File: config.mk
export PLATFORM = sky130hd
export DESIGN_NAME = video_upscaler
export DESIGN_NICKNAME = d
export VERILOG_FILES = /design/src/hw/upscaler_pkg.sv /design/src/hw/source_line_tracker.sv /design/src/hw/doubled_line_timing.sv /design/src/hw/line_doubler.sv /design/src/hw/video_upscaler.sv
export VERILOG_INCLUDE_DIRS = /design/src /design/src/hw
export SDC_FILE = /design/constraint.sdc
export NUM_CORES = 1
export LEC_CHECK = 0
export ABC_AREA = 1
export BUFFER_PORTS_ARGS = -buffer_cell sky130_fd_sc_hd__buf_4
export CAP_MARGIN = 40
export CORE_AREA = 2 2 431 433
export DETAILED_ROUTE_END_ITERATION = 10
export DIE_AREA = 0 0 433 435
export PLACE_DENSITY = 0.49
export REMOVE_ABC_BUFFERS = 1
export SKIP_CTS_REPAIR_TIMING = 1
export SYNTH_ARGS = -nofsm -noshare
export SYNTH_HDL_FRONTEND = slang
export SYNTH_SLANG_ARGS = --single-unit
File: constraint.sdc
create_clock -name clk_48m -period 7.5 [get_ports clk_48m]
set_clock_uncertainty 0.2 [all_clocks]
set_input_delay 0 -clock clk_48m [delete_from_list [all_inputs] [get_ports clk_48m]]
set_output_delay 0 -clock clk_48m [all_outputs]
set_load 0.1 [all_outputs]
File: src/hw/upscaler_settings.svh
`ifndef UPSCALER_SETTINGS_SVH
`define UPSCALER_SETTINGS_SVH

//////////////////////////////////////////////////
// Source line geometry
//////////////////////////////////////////////////

// Visible pixels per source line
`define UPS_H_ACTIVE 64
// Source pixel strobes per line, blanking included
`define UPS_H_TOTAL 80
// One buffer word per visible pixel
`define UPS_LINE_BUF_DEPTH `UPS_H_ACTIVE

// clk_48m cycles between source pixel strobes
`define UPS_SRC_DIV 4
// Bits in each colour component
`define UPS_COMPONENT_DEPTH 4
// Output hsync width in output strobes
`define UPS_HSYNC_STROBES 8

`endif

File: src/hw/upscaler_pkg.sv
`include "upscaler_settings.svh"

package upscaler_pkg;

	// Horizontal count, must hold the whole line
	localparam int X_COUNT_WIDTH = $clog2(`UPS_H_TOTAL);
	// Line buffer word address
	localparam int BUF_ADDR_WIDTH = $clog2(`UPS_LINE_BUF_DEPTH);

	typedef logic [X_COUNT_WIDTH-1:0] x_count_t;
	typedef logic [BUF_ADDR_WIDTH-1:0] buf_addr_t;
	typedef logic [`UPS_COMPONENT_DEPTH-1:0] component_t;

	// Colour view, red in the top bits
	typedef struct packed {
		component_t red;
		component_t green;
		component_t blue;
	} pixel_rgb_t;

	// Stored pixel, seen as buffer word or as colour
	typedef union packed {
		logic [3*`UPS_COMPONENT_DEPTH-1:0] raw;
		pixel_rgb_t rgb;
	} pixel_word_t;

endpackage

File: src/hw/source_line_tracker.sv
`timescale 1ns/10ps
`include "upscaler_settings.svh"

module source_line_tracker import upscaler_pkg::*; (
	input  logic     clk_48m,
	input  logic     reset,
	input  logic     src_stb,
	input  logic     src_hsync,
	input  logic     src_hblank,
	input  logic     src_vsync,
	output x_count_t src_x,
	output logic     wr_en,
	output logic     line_start,
	output logic     line_active,
	output logic     frame_start
);

	// Registered syncs for edge detection
	logic hsync_q;
	logic vsync_q;
	logic hsync_fall;
	logic vsync_fall;
	// Edge seen, waiting for the next strobe
	logic hsync_pending;
	logic vsync_pending;
	// Set once the first line boundary has been found
	logic locked;
	// Position of the next strobe
	x_count_t x_count;

	assign hsync_fall = hsync_q & ~src_hsync;
	assign vsync_fall = vsync_q & ~src_vsync;

	// Line starts on the first strobe after hsync ends
	assign line_start = src_stb & (hsync_pending | hsync_fall);
	// First line of a frame follows the end of vsync
	assign frame_start = line_start & (vsync_pending | vsync_fall);

	// Line start strobe is pixel 0
	assign src_x = line_start ? '0 : x_count;

	// Only visible pixels go to the buffer
	assign wr_en = src_stb & (locked | line_start) & ~src_hblank
		& (src_x < `UPS_H_ACTIVE);

	//////////////////////////////////////////////////
	// Edge tracking and strobe count
	//////////////////////////////////////////////////

	always_ff @(posedge clk_48m) begin
		if (reset) begin
			hsync_q <= 1'b0;
			vsync_q <= 1'b0;
			hsync_pending <= 1'b0;
			vsync_pending <= 1'b0;
			locked <= 1'b0;
			x_count <= '0;
			line_active <= 1'b0;
		end else begin
			hsync_q <= src_hsync;
			vsync_q <= src_vsync;

			// Pending edges are consumed by the line start
			if (line_start)
				hsync_pending <= 1'b0;
			else if (hsync_fall)
				hsync_pending <= 1'b1;
			if (line_start)
				vsync_pending <= 1'b0;
			else if (vsync_fall)
				vsync_pending <= 1'b1;

			if (line_start)
				locked <= 1'b1;

			// Count strobes along the line
			if (src_stb && (locked || line_start))
				x_count <= src_x + 1'b1;

			// Any unblanked pixel makes the line active
			// Holds the finished line's result on the line start strobe
			if (line_start)
				line_active <= ~src_hblank;
			else if (src_stb && !src_hblank)
				line_active <= 1'b1;
		end
	end

	// Source lines never run past their nominal length
	assert property (@(posedge clk_48m) disable iff (reset)
		src_stb && locked |-> src_x < `UPS_H_TOTAL)
		else $error("source line exceeds UPS_H_TOTAL strobes");

endmodule

File: src/hw/doubled_line_timing.sv
`timescale 1ns/10ps
`include "upscaler_settings.svh"

module doubled_line_timing import upscaler_pkg::*; (
	input  logic     clk_48m,
	input  logic     reset,
	input  logic     line_start,
	output logic     out_stb,
	output x_count_t out_x,
	output logic     out_h_active,
	output logic     out_hsync,
	output logic     second_half
);

	// Output strobe runs at twice the source rate
	localparam int OUT_DIV = `UPS_SRC_DIV / 2;
	localparam int PHASE_WIDTH = (OUT_DIV > 1) ? $clog2(OUT_DIV) : 1;
	localparam logic [PHASE_WIDTH-1:0] PHASE_LAST = PHASE_WIDTH'(OUT_DIV - 1);
	// Phase loaded on line start, the strobe itself is issued directly
	localparam logic [PHASE_WIDTH-1:0] PHASE_AFTER_START = PHASE_WIDTH'(1 % OUT_DIV);
	localparam x_count_t X_LAST = x_count_t'(`UPS_H_TOTAL - 1);

	// Zero phase means strobe in the next cycle
	logic [PHASE_WIDTH-1:0] phase;
	// Outputs stay quiet until the first source line
	logic running;

	//////////////////////////////////////////////////
	// Strobe divider and doubled line count
	//////////////////////////////////////////////////

	always_ff @(posedge clk_48m) begin
		if (reset) begin
			running <= 1'b0;
			phase <= '0;
			out_stb <= 1'b0;
			out_x <= '0;
			second_half <= 1'b0;
		end else if (line_start) begin
			// Realign to the source line
			running <= 1'b1;
			phase <= PHASE_AFTER_START;
			out_stb <= 1'b1;
			out_x <= '0;
			second_half <= 1'b0;
		end else if (running) begin
			out_stb <= (phase == '0);
			phase <= (phase == PHASE_LAST) ? '0 : phase + 1'b1;

			// Advance after each strobe
			if (out_stb) begin
				if (out_x != X_LAST) begin
					out_x <= out_x + 1'b1;
				end else if (!second_half) begin
					// Start the repeat line
					out_x <= '0;
					second_half <= 1'b1;
				end
				// End of repeat line holds until next line start
			end
		end
	end

	assign out_h_active = out_x < `UPS_H_ACTIVE;

	// Sync at the head of each output line
	assign out_hsync = running & (out_x < `UPS_HSYNC_STROBES);

	// Strobes stay apart across line starts
	// Breaks if the source line is not a whole number of output strobes
	assert property (@(posedge clk_48m) disable iff (reset)
		out_stb |=> !out_stb)
		else $error("output strobe in consecutive cycles");

endmodule

File: src/hw/line_doubler.sv
`timescale 1ns/10ps
`include "upscaler_settings.svh"

module line_doubler import upscaler_pkg::*; (
	input  logic       clk_48m,
	input  logic       reset,
	input  logic       src_stb,
	input  x_count_t   src_x,
	input  logic       wr_en,
	input  component_t src_red,
	input  component_t src_green,
	input  component_t src_blue,
	input  logic       line_start,
	input  logic       line_active,
	input  logic       out_stb,
	input  x_count_t   out_x,
	input  logic       out_h_active,
	output component_t out_red,
	output component_t out_green,
	output component_t out_blue
);

	localparam int BUF_DEPTH = `UPS_LINE_BUF_DEPTH;

	// Ping-pong line buffers
	pixel_word_t bank0 [BUF_DEPTH];
	pixel_word_t bank1 [BUF_DEPTH];

	pixel_word_t wr_word;
	pixel_word_t rd_word;
	buf_addr_t   wr_addr;
	buf_addr_t   rd_addr;

	// Registered write bank
	logic wr_bank;
	// Bank selects in effect this cycle
	logic wr_bank_now;
	logic rd_bank_now;
	// Line in the read bank had visible pixels
	logic prev_valid;
	// Current output pixel is shown
	logic show;

	// Incoming colour packed into a buffer word
	always_comb begin
		wr_word.rgb.red = src_red;
		wr_word.rgb.green = src_green;
		wr_word.rgb.blue = src_blue;
	end

	assign wr_addr = buf_addr_t'(src_x);
	assign rd_addr = buf_addr_t'(out_x);

	// Swap takes effect on the line start strobe itself
	assign wr_bank_now = line_start ? ~wr_bank : wr_bank;
	// Reads always use the other bank
	assign rd_bank_now = ~wr_bank_now;

	//////////////////////////////////////////////////
	// Bank control
	//////////////////////////////////////////////////

	always_ff @(posedge clk_48m) begin
		if (reset) begin
			wr_bank <= 1'b0;
			prev_valid <= 1'b0;
			show <= 1'b0;
		end else begin
			if (line_start) begin
				// Just-written line becomes the read line
				wr_bank <= ~wr_bank;
				prev_valid <= line_active;
			end
			// Blank outside the active width and after blank lines
			if (out_stb)
				show <= prev_valid & out_h_active;
		end
	end

	//////////////////////////////////////////////////
	// Buffer write and read
	//////////////////////////////////////////////////

	always_ff @(posedge clk_48m) begin
		if (src_stb && wr_en) begin
			if (wr_bank_now)
				bank1[wr_addr].raw <= wr_word.raw;
			else
				bank0[wr_addr].raw <= wr_word.raw;
		end
		// Read on every output strobe in both halves of the pair
		if (out_stb)
			rd_word.raw <= rd_bank_now ? bank1[rd_addr].raw : bank0[rd_addr].raw;
	end

	// Colour held from one cycle after the strobe
	assign out_red = show ? rd_word.rgb.red : '0;
	assign out_green = show ? rd_word.rgb.green : '0;
	assign out_blue = show ? rd_word.rgb.blue : '0;

	// Writes stay inside the line buffer
	assert property (@(posedge clk_48m) disable iff (reset)
		src_stb && wr_en |-> src_x < BUF_DEPTH)
		else $error("line buffer write beyond its depth");

endmodule

File: src/hw/video_upscaler.sv
`timescale 1ns/10ps

module video_upscaler import upscaler_pkg::*; (
	input  logic       clk_48m,
	input  logic       reset,
	input  logic       src_stb,
	input  component_t src_red,
	input  component_t src_green,
	input  component_t src_blue,
	input  logic       src_hsync,
	input  logic       src_vsync,
	input  logic       src_hblank,
	input  logic       src_vblank,
	output logic       out_stb,
	output component_t out_red,
	output component_t out_green,
	output component_t out_blue,
	output logic       out_hsync,
	output logic       out_vsync
);

	x_count_t src_x;
	x_count_t out_x;
	logic     wr_en;
	logic     line_start;
	logic     line_active;
	logic     frame_start;
	logic     out_h_active;
	logic     second_half;
	// Vblank lines never count as active
	logic     src_blank;

	assign src_blank = src_hblank | src_vblank;

	source_line_tracker tracker (
		.clk_48m     (clk_48m),
		.reset       (reset),
		.src_stb     (src_stb),
		.src_hsync   (src_hsync),
		.src_hblank  (src_blank),
		.src_vsync   (src_vsync),
		.src_x       (src_x),
		.wr_en       (wr_en),
		.line_start  (line_start),
		.line_active (line_active),
		.frame_start (frame_start)
	);

	doubled_line_timing timing (
		.clk_48m      (clk_48m),
		.reset        (reset),
		.line_start   (line_start),
		.out_stb      (out_stb),
		.out_x        (out_x),
		.out_h_active (out_h_active),
		.out_hsync    (out_hsync),
		.second_half  (second_half)
	);

	line_doubler doubler (
		.clk_48m      (clk_48m),
		.reset        (reset),
		.src_stb      (src_stb),
		.src_x        (src_x),
		.wr_en        (wr_en),
		.src_red      (src_red),
		.src_green    (src_green),
		.src_blue     (src_blue),
		.line_start   (line_start),
		.line_active  (line_active),
		.out_stb      (out_stb),
		.out_x        (out_x),
		.out_h_active (out_h_active),
		.out_red      (out_red),
		.out_green    (out_green),
		.out_blue     (out_blue)
	);

	// Vsync follows on line boundaries, one line late like the colour
	always_ff @(posedge clk_48m) begin
		if (reset)
			out_vsync <= 1'b0;
		else if (line_start)
			out_vsync <= src_vsync;
	end

	// Each source line ends as the repeat line finishes
	assert property (@(posedge clk_48m) disable iff (reset)
		line_start && $past(out_stb) |-> second_half && !out_h_active)
		else $error("source line and doubled line pair out of step");

	// A new frame begins with output vsync released
	assert property (@(posedge clk_48m) disable iff (reset)
		frame_start |=> !out_vsync)
		else $error("output vsync still high at frame start");

endmodule

==> metrics list, run 1 <==
- In the synthesized netlist the dominant register cell turns out to be sky130_fd_sc_hd__edfxtp_1.
- Count of boundary I/O pins: 34
- Die area: 188000 um2
* Final critical-path share of the clock period: 56.0%
- CTS placed an instance of sky130_fd_sc_hd__clkbuf_16 at the clock tree root.
- Final setup violation count: 0
- Counting flops with an async set or reset pin after synthesis yields a share of 0%.
* Final worst slack: 3.30 ns
* Placed insts: ~7800
- Of all nets on the critical path, the largest fanout is 48.
- The count of cells in the finished layout, fillers not included, comes to between 8000 and 9000.
- The post-route netlist has 8.28% of its cells at a drive strength greater than 1.
- Core region area: around 180000 um2
* Standard-cell rows: between 150 and 200
- Number of buffers added on ports: 33
* Rel. slew slack: approximately 28%
- In the routed layout, each cell is associated on average with a via count of slightly above 5.
* DP Worst Slack: about 3.5 ns
* Leakage power: about 25 nW
- The run finished with clean final reports.
* Pin count of the biggest net entering global routing: 201
- Avg Synthesized Cell Area: ~12 um2
- Crit path launch type: primary input
* Clock insertion delay at the later pin of the skew report: just over 0.8 ns
* Highest-count cells in the layout ignoring fill and taps: 1889 x sky130_fd_sc_hd__nand2_1, 1548 x sky130_fd_sc_hd__edfxtp_1, 1396 x sky130_fd_sc_hd__nand3_1
- Via total after detailed routing: between 40000 and 50000
- TritonCTS Buffers: about 170
- Syn Inst Count: roughly 5500
- Fmax achieved: ~240 MHz
- After detailed placement, the total cell area comes to between 60000 and 70000 um2.
* Vertical die dimension: between 400 and 500 um
- Commonest non-fill, non-tap cell in the layout: sky130_fd_sc_hd__nand2_1
- Once detailed placement completed, the half-perimeter wirelength came to approximately 120000 um.
* Number of iterations in the first detailed-routing pass: 5
- Final cell utilization of the core: just under 40%
- CTS tree: built
* Unrepaired setup endpoints after global routing: false
* Global-route wire length before repair: 285000 um
- Share of the yosys chip area belonging to registers: about 74%
- For the worst setup path, the data arrival time is between 4 and 5 ns.
- Startpoint-to-endpoint class of the critical path: primary input to flip-flop
* Number of remaining DRC errors: 0
- The tool flagged a number of max-cap violations equal to 0.
- Global routing used between 20% and 30% of the available tracks.
- From synthesis to final layout, the design area changed by 14.1%.
* Kind of path behind the tightest hold check: primary input to flip-flop
- Chip width: approximately 430 um
- For this design the ratio of total power to cell area is between 200 and 250 nW/um2.
* Vias in the first global route: between 40000 and 50000
- At the pin with the least slew margin, the transition time is 1.07 ns.
- Once the floorplan was initialized, standard cells occupied around a third of the core.
- The smallest clock period supported by the final layout is computed as ~4.2 ns.
* Clock transition at the registers of the reported paths: 0.06 ns
- Number of hold-slack violations in the final timing report: 0
- The detail route stage leaves a number of antenna-violating nets equal to 0.
* Post-synth EDFFs: 1548
- Register bit total from synthesis: 1578
* Final wirelength: about 200000 um
* Maximum level of the CTS H-tree: 4
- Maximum ir drop on the vdd rail: roughly 0.21 mV
- Summed over all layers, the global routing overflow is 0.
- Initial DRC count: between 4000 and 5000
- Max clock buf depth: 3
* Final layout net count: between 5000 and 6000
- After detailed routing, the average wire length per cell comes to about 24 um.
* Clock tree sinks: between 1500 and 2000
- Fin. max-slew vios: 0
- For this run, the number of Yosys warnings is 0.
- The number of antenna violations at the first check in global routing came to 7.
- Critical path data required time: about 7.9 ns
- Routability Congestion: 0.879
* Sort of element at the end of the critical path: flip-flop
* Synth Cell Area: approximately 64000 um2
* Yosys cell types: 28
- Post-route standard cell area excluding fillers: between 70000 and 80000 um2
==> path summary, 6_finish.rpt <==
kind                      start                     to  slack (ns)  depth (start not counted)
min                  src_red[2]  doubler.bank0[38][10]        0.02                          2
max                   src_hsync   doubler.bank0[34][0]        3.30                         13
min reg2reg  timing.second_half     timing.second_half        0.26                          2
max reg2reg     tracker.hsync_q   doubler.bank0[34][0]        3.46                          9
==> kinds of logic after synthesis <==
kind of cell / Yosys count / synth area share [%]
flops: 1578 / 73.7
simple gates: 3460 / 23.1
compound gates: 34 / 0.294
xor+xnor: 4 / 0.0666
fa+ha+maj: 2 / 0.0391
buf+inv: 405 / 2.80
==> critical path, cell delays in order <==
cell,delay (ns)
sky130_fd_sc_hd__dlygate4sd3_1,0.54
sky130_fd_sc_hd__buf_4,0.13
sky130_fd_sc_hd__dlygate4sd3_1,0.54
sky130_fd_sc_hd__inv_1,0.09
sky130_fd_sc_hd__nand2_2,0.09
sky130_fd_sc_hd__nand2_1,0.15
sky130_fd_sc_hd__nand2_2,0.18
sky130_fd_sc_hd__xnor2_2,0.65
sky130_fd_sc_hd__inv_1,0.45
sky130_fd_sc_hd__nand4_4,0.36
sky130_fd_sc_hd__buf_4,0.66
sky130_fd_sc_hd__nor2_1,0.34
sky130_fd_sc_hd__buf_4,0.28
==> routing by layer <==
layer	GRT usage, %	up-vias	wire [um]
li1	-	19400	-
met1	29.1	21000	87300
met2	32.6	1340	93000
met3	3.08	282	11200
met4	6.99	4	6070
met5	0	-	21
==> where the power goes <==
group	total (mW)	internal (mW)	switching, mW
sequential	9.71	9.69	0.0217
combinational	0.582	0.114	0.468
clock	7.74	4.25	3.49
total	18.0	14.1	3.98
==> synth_stat cells (2+ instances only) <==
cell type / instances / area, um2
sky130_fd_sc_hd__nand2_1: 1889 / 7090
sky130_fd_sc_hd__edfxtp_1: 1548 / 46500
sky130_fd_sc_hd__nand3_1: 1396 / 6990
sky130_fd_sc_hd__buf_2: 189 / 946
sky130_fd_sc_hd__nor2_1: 156 / 586
sky130_fd_sc_hd__clkbuf_1: 108 / 405
sky130_fd_sc_hd__inv_1: 51 / 191
sky130_fd_sc_hd__buf_1: 45 / 169
sky130_fd_sc_hd__dfxtp_1: 30 / 601
sky130_fd_sc_hd__o21ai_0: 16 / 80.1
sky130_fd_sc_hd__a21oi_1: 15 / 75.1
sky130_fd_sc_hd__buf_4: 8 / 60.1
sky130_fd_sc_hd__nor3_1: 6 / 30.0
sky130_fd_sc_hd__nand4_1: 4 / 25.0
sky130_fd_sc_hd__clkinv_1: 2 / 7.51
sky130_fd_sc_hd__ha_1: 2 / 25.0
sky130_fd_sc_hd__inv_2: 2 / 7.51
sky130_fd_sc_hd__nand2_2: 2 / 12.5
sky130_fd_sc_hd__nand4_2: 2 / 25.0
sky130_fd_sc_hd__nor3_2: 2 / 20.0
sky130_fd_sc_hd__nor4_1: 2 / 12.5
sky130_fd_sc_hd__xor2_1: 2 / 17.5
==> flip-flops by register name, indices dropped and copies added, names as in the netlist, 7 cells and up, named ones only <==
| register | cells |
|---|---|
| doubler.bank0 | 768 |
| doubler.bank1 | 768 |
| doubler.rd_word | 12 |
| timing.out_x | 7 |
| tracker.x_count | 7 |
==> metrics by stage <==
step	power (mW)	hold WS, ns	TNS [ns]
CTS	18.2	-0.850	0
global route	18.6	0.00925	0
detailed placement	10.5	0.0376	0
floorplan	10.2	-0.131	-382.11
finish	18.0	0.0176	0
global placement	10.5	0.0736	0
==> area by class of cell <==
cell class	count	area, um2
antenna	4	10.0
clock inverter	87	689
inverter	55	229
tap	2480	3100
multi-input combinational	3500	15100
timing repair buffer	253	2410
fill	17600	111000
sequential	1578	47100
clock buffer	204	4300
No activity file was read; power rests on OpenSTA's default activity.
==> inputs of run 2 (changes only) <==
==> constraint.sdc (replaced) <==
create_clock -name clk_48m -period 4.35 [get_ports clk_48m]
set_clock_uncertainty 0.2 [all_clocks]
set_input_delay 0 -clock clk_48m [delete_from_list [all_inputs] [get_ports clk_48m]]
set_output_delay 0 -clock clk_48m [all_outputs]
set_load 0.1 [all_outputs]
==> metrics list, run 2 (synthesis results as in run 1) <==
- Standard-cell rows: 158 (unchanged)
- Placed insts: 7859 (was 7835)
* Capture point of the worst reg-to-reg path: doubler.rd_word[8] (was doubler.bank0[34][0])
* Setup slack, reg-to-reg: 1.06 ns (was 3.46 ns)
* Leakage power: 25.6 nW (was 25.4 nW)
* Rel. slew slack: 24.2% (was 28.4%)
* Unrepaired setup endpoints after global routing: false (unchanged)
- Remaining number of nets flagged by the antenna check after routing: 0 (unchanged)
- The cell chosen for the clock root is sky130_fd_sc_hd__clkbuf_16 (unchanged).
* Via total after detailed routing: 42200 (was 42100)
- The starting density of the core was 34.7% (unchanged).
* Crit path launch type: primary input (unchanged)
- The uppermost signal routing layer after detailed routing is met4 (was met5).
- Final critical path time including I/O delays and setup: between 3 and 4 ns
- Maximum level of the CTS H-tree: 4 (unchanged)
* Fraction of final layout cells sized beyond drive strength 1: 8.71% (was 8.28%)
- The final routed wire length divided by cell count came to 24.0 um (was 24.2 um).
- The power density of the placed cells is 429 nW/um2 (was 247 nW/um2).
* Highest-count cells in the layout ignoring fill and taps: 1889 x sky130_fd_sc_hd__nand2_1, 1548 x sky130_fd_sc_hd__edfxtp_1, 1396 x sky130_fd_sc_hd__nand3_1 (unchanged)
- Count of filler cells inserted in the layout: 17500 (was 17600)
- Global-route wire length before repair: 285000 um (about the same)
- The worst-case hold path end point was tracker.locked (was doubler.bank0[38][10]).
- The number of antenna violations at the first check in global routing was 2 (was 7).
- DP HPWL: 114000 um (was 118000 um)
- The clock input transition at the sequential cells of the worst setup and hold paths came to 0.06 ns (about the same).
* Number of hold-slack violations in the final timing report: 0 (unchanged)
- Number of iterations in the first detailed-routing pass: 5 (unchanged)
* Registers with the most flip-flops: doubler.bank0 (768), doubler.bank1 (768), doubler.rd_word (12) (unchanged)
* Maximum ir drop on the vdd rail: 0.345 mV (was 0.205 mV)
* Crit path arrival time: 3.81 ns (was 4.56 ns)
- Startpoint-to-endpoint class of the critical path: primary input to flip-flop (unchanged)
* Routed length on met1: 86700 um (was 87300 um)
* Final critical-path share of the clock period: between 70% and 80%
- Die area: 188000 um2 (unchanged)
- The post-route DRC violation count was 0 (unchanged).
- The layout overhead on the synthesized area came to 14.7% (was 14.1%).
- Post-route standard cell area excluding fillers: 73300 um2 (was 72900 um2)
- Post-route insts no fill: 8187 (was 8161)
- Sort of element at the end of the critical path: flip-flop (unchanged)
* Initial DRC count: 4468 (was 4446)
- Pin count of the biggest net entering global routing: 169 (was 201)
* Routability Congestion: 0.893 (was 0.879)
- Total placed instance area: 67900 um2 (was 67600 um2)
- The sum of met2 wire segment lengths after detailed routing is 93700 um (was 93000 um).
* Kind of path behind the tightest hold check: primary input to flip-flop (unchanged)
- Critical path data required time: 4.68 ns (was 7.86 ns)
- Final wirelength: 196000 um (was 198000 um)
- The buffer depth of the longest clock path is 3 (unchanged).
- The top-level I/O count is 34 (unchanged).
- Tot GR Track Use: 20.5% (was 20.6%)
- Based on the critical path, the design can be clocked at up to approximately 290 MHz.
- Outcome: finished clean (unchanged).
- Core region area: 184000 um2 (unchanged)
- The number of setup violations in the final report is 0 (unchanged).
* TritonCTS Buffers: 167 (was 165)
- Number of cells on the worst hold path: 4 (was 2)
- Final layout net count: 5594 (was 5574)
- Clock tree sinks: 1578 (unchanged)
- Number of buffers added on ports: 33 (unchanged)
* Chip width: 433 um (unchanged)
- The setup TNS was 0 ns (unchanged).
- The logic depth of the worst register-to-register path was 11 (was 9).
* Vertical die dimension: 435 um (unchanged)
- Launch point of the worst hold path: src_stb (was src_red[2])
- The via-per-instance ratio was 5.15 (was 5.16).
* Final cell utilization of the core: 39.8% (was 39.6%)
- Vias in the first global route: 40100 (was 40200)
- The most common cell after layout, fill and taps aside is sky130_fd_sc_hd__nand2_1 (unchanged).
* Slew at the pin closest to its max-slew limit: 1.14 ns (was 1.07 ns)
- The highest fanout seen on the critical path came to 48 (unchanged).
- Leftover overflow at the end of global routing: 0 (unchanged)
- CTS tree: built (unchanged)
- Clock insertion delay at the later pin of the skew report: 0.81 ns (was 0.82 ns)
- Detailed-routed wire length on met3: 10900 um (was 11200 um)
- Number of maximum-capacitance violations: 0 (unchanged)
- Fin. max-slew vios: 0 (unchanged)
-- run 2: cell count changes in the layout (fill, tap and decap cells not counted), moves of 3 or more --
cell,change
sky130_fd_sc_hd__nor2_1,+6
sky130_fd_sc_hd__buf_4,+25
sky130_fd_sc_hd__clkbuf_16,+3
sky130_fd_sc_hd__clkinv_1,-5
sky130_fd_sc_hd__buf_16,-6
sky130_fd_sc_hd__buf_12,+22
sky130_fd_sc_hd__bufinv_16,+3
sky130_fd_sc_hd__clkinv_2,+8
sky130_fd_sc_hd__buf_6,-18
sky130_fd_sc_hd__nor2_2,-6
sky130_fd_sc_hd__dlygate4sd3_1,-3
-- run 2: metrics by stage --
stage / hold WS (ns) / power, mW / worst slack [ns]
finish: 0.0306 / 31.5 / 0.871
CTS: -0.813 / 31.7 / 1.08
detailed placement: 0.0684 / 18.1 / 1.12
global route: 0.0302 / 32.4 / 0.655
floorplan: -0.131 / 17.5 / -34.99
global placement: 0.0921 / 18.1 / 1.07
-- run 2: how the worst max path moves through the flow --
stage / startpoint / end / slack [ns]
2_1_floorplan: flip-flop / doubler.rd_word[0] / -34.99
3_3_place_gp: tracker.hsync_q / doubler.bank1[58][0] / 1.07
3_5_place_dp: tracker.hsync_q / doubler.bank0[56][7] / 1.12
4_1_cts: tracker.hsync_q / doubler.bank0[56][10] / 1.08
5_1_grt: src_hsync / doubler.bank0[56][10] / 0.66
6_report: src_hsync / doubler.bank0[32][0] / 0.87
-- run 2: area by class of cell --
type / count / area (um2) / share of cell area, %
inverter: 55 / 229 / 0.312
sequential: 1578 / 47100 / 64.3
timing repair buffer: 271 / 2610 / 3.56
multi-input combinational: 3500 / 15100 / 20.6
tap: 2480 / 3100 / 4.23
clock buffer: 210 / 4400 / 6.01
antenna: 2 / 5.00 / 0.00683
clock inverter: 91 / 776 / 1.06
-- run 2: power by group --
group	internal, mW	switching [mW]
sequential	16.7	0.0340
combinational	0.204	0.802
clock	7.67	6.03
-- run 2: metal layers --
| metal | vias up | global-route usage, % |
|---|---|---|
| met5 | - | 0 |
| met4 | 0 | 5.96 |
| met3 | 260 | 2.66 |
| met2 | 1322 | 32.5 |
| met1 | 21100 | 29.3 |
| li1 | 19500 | - |
-- run 2: worst max-delay path, stage by stage --
cell and delay [ns]:
sky130_fd_sc_hd__dlygate4sd3_1 0.54, sky130_fd_sc_hd__buf_4 0.13, sky130_fd_sc_hd__dlygate4sd3_1 0.55, sky130_fd_sc_hd__inv_1 0.13, sky130_fd_sc_hd__nand2_2 0.09, sky130_fd_sc_hd__nand2_1 0.13
sky130_fd_sc_hd__nand2_2 0.18, sky130_fd_sc_hd__xnor2_2 0.61, sky130_fd_sc_hd__inv_1 0.43, sky130_fd_sc_hd__nand4_4 0.19, sky130_fd_sc_hd__buf_12 0.29, sky130_fd_sc_hd__nor2_1 0.19
sky130_fd_sc_hd__buf_4 0.24
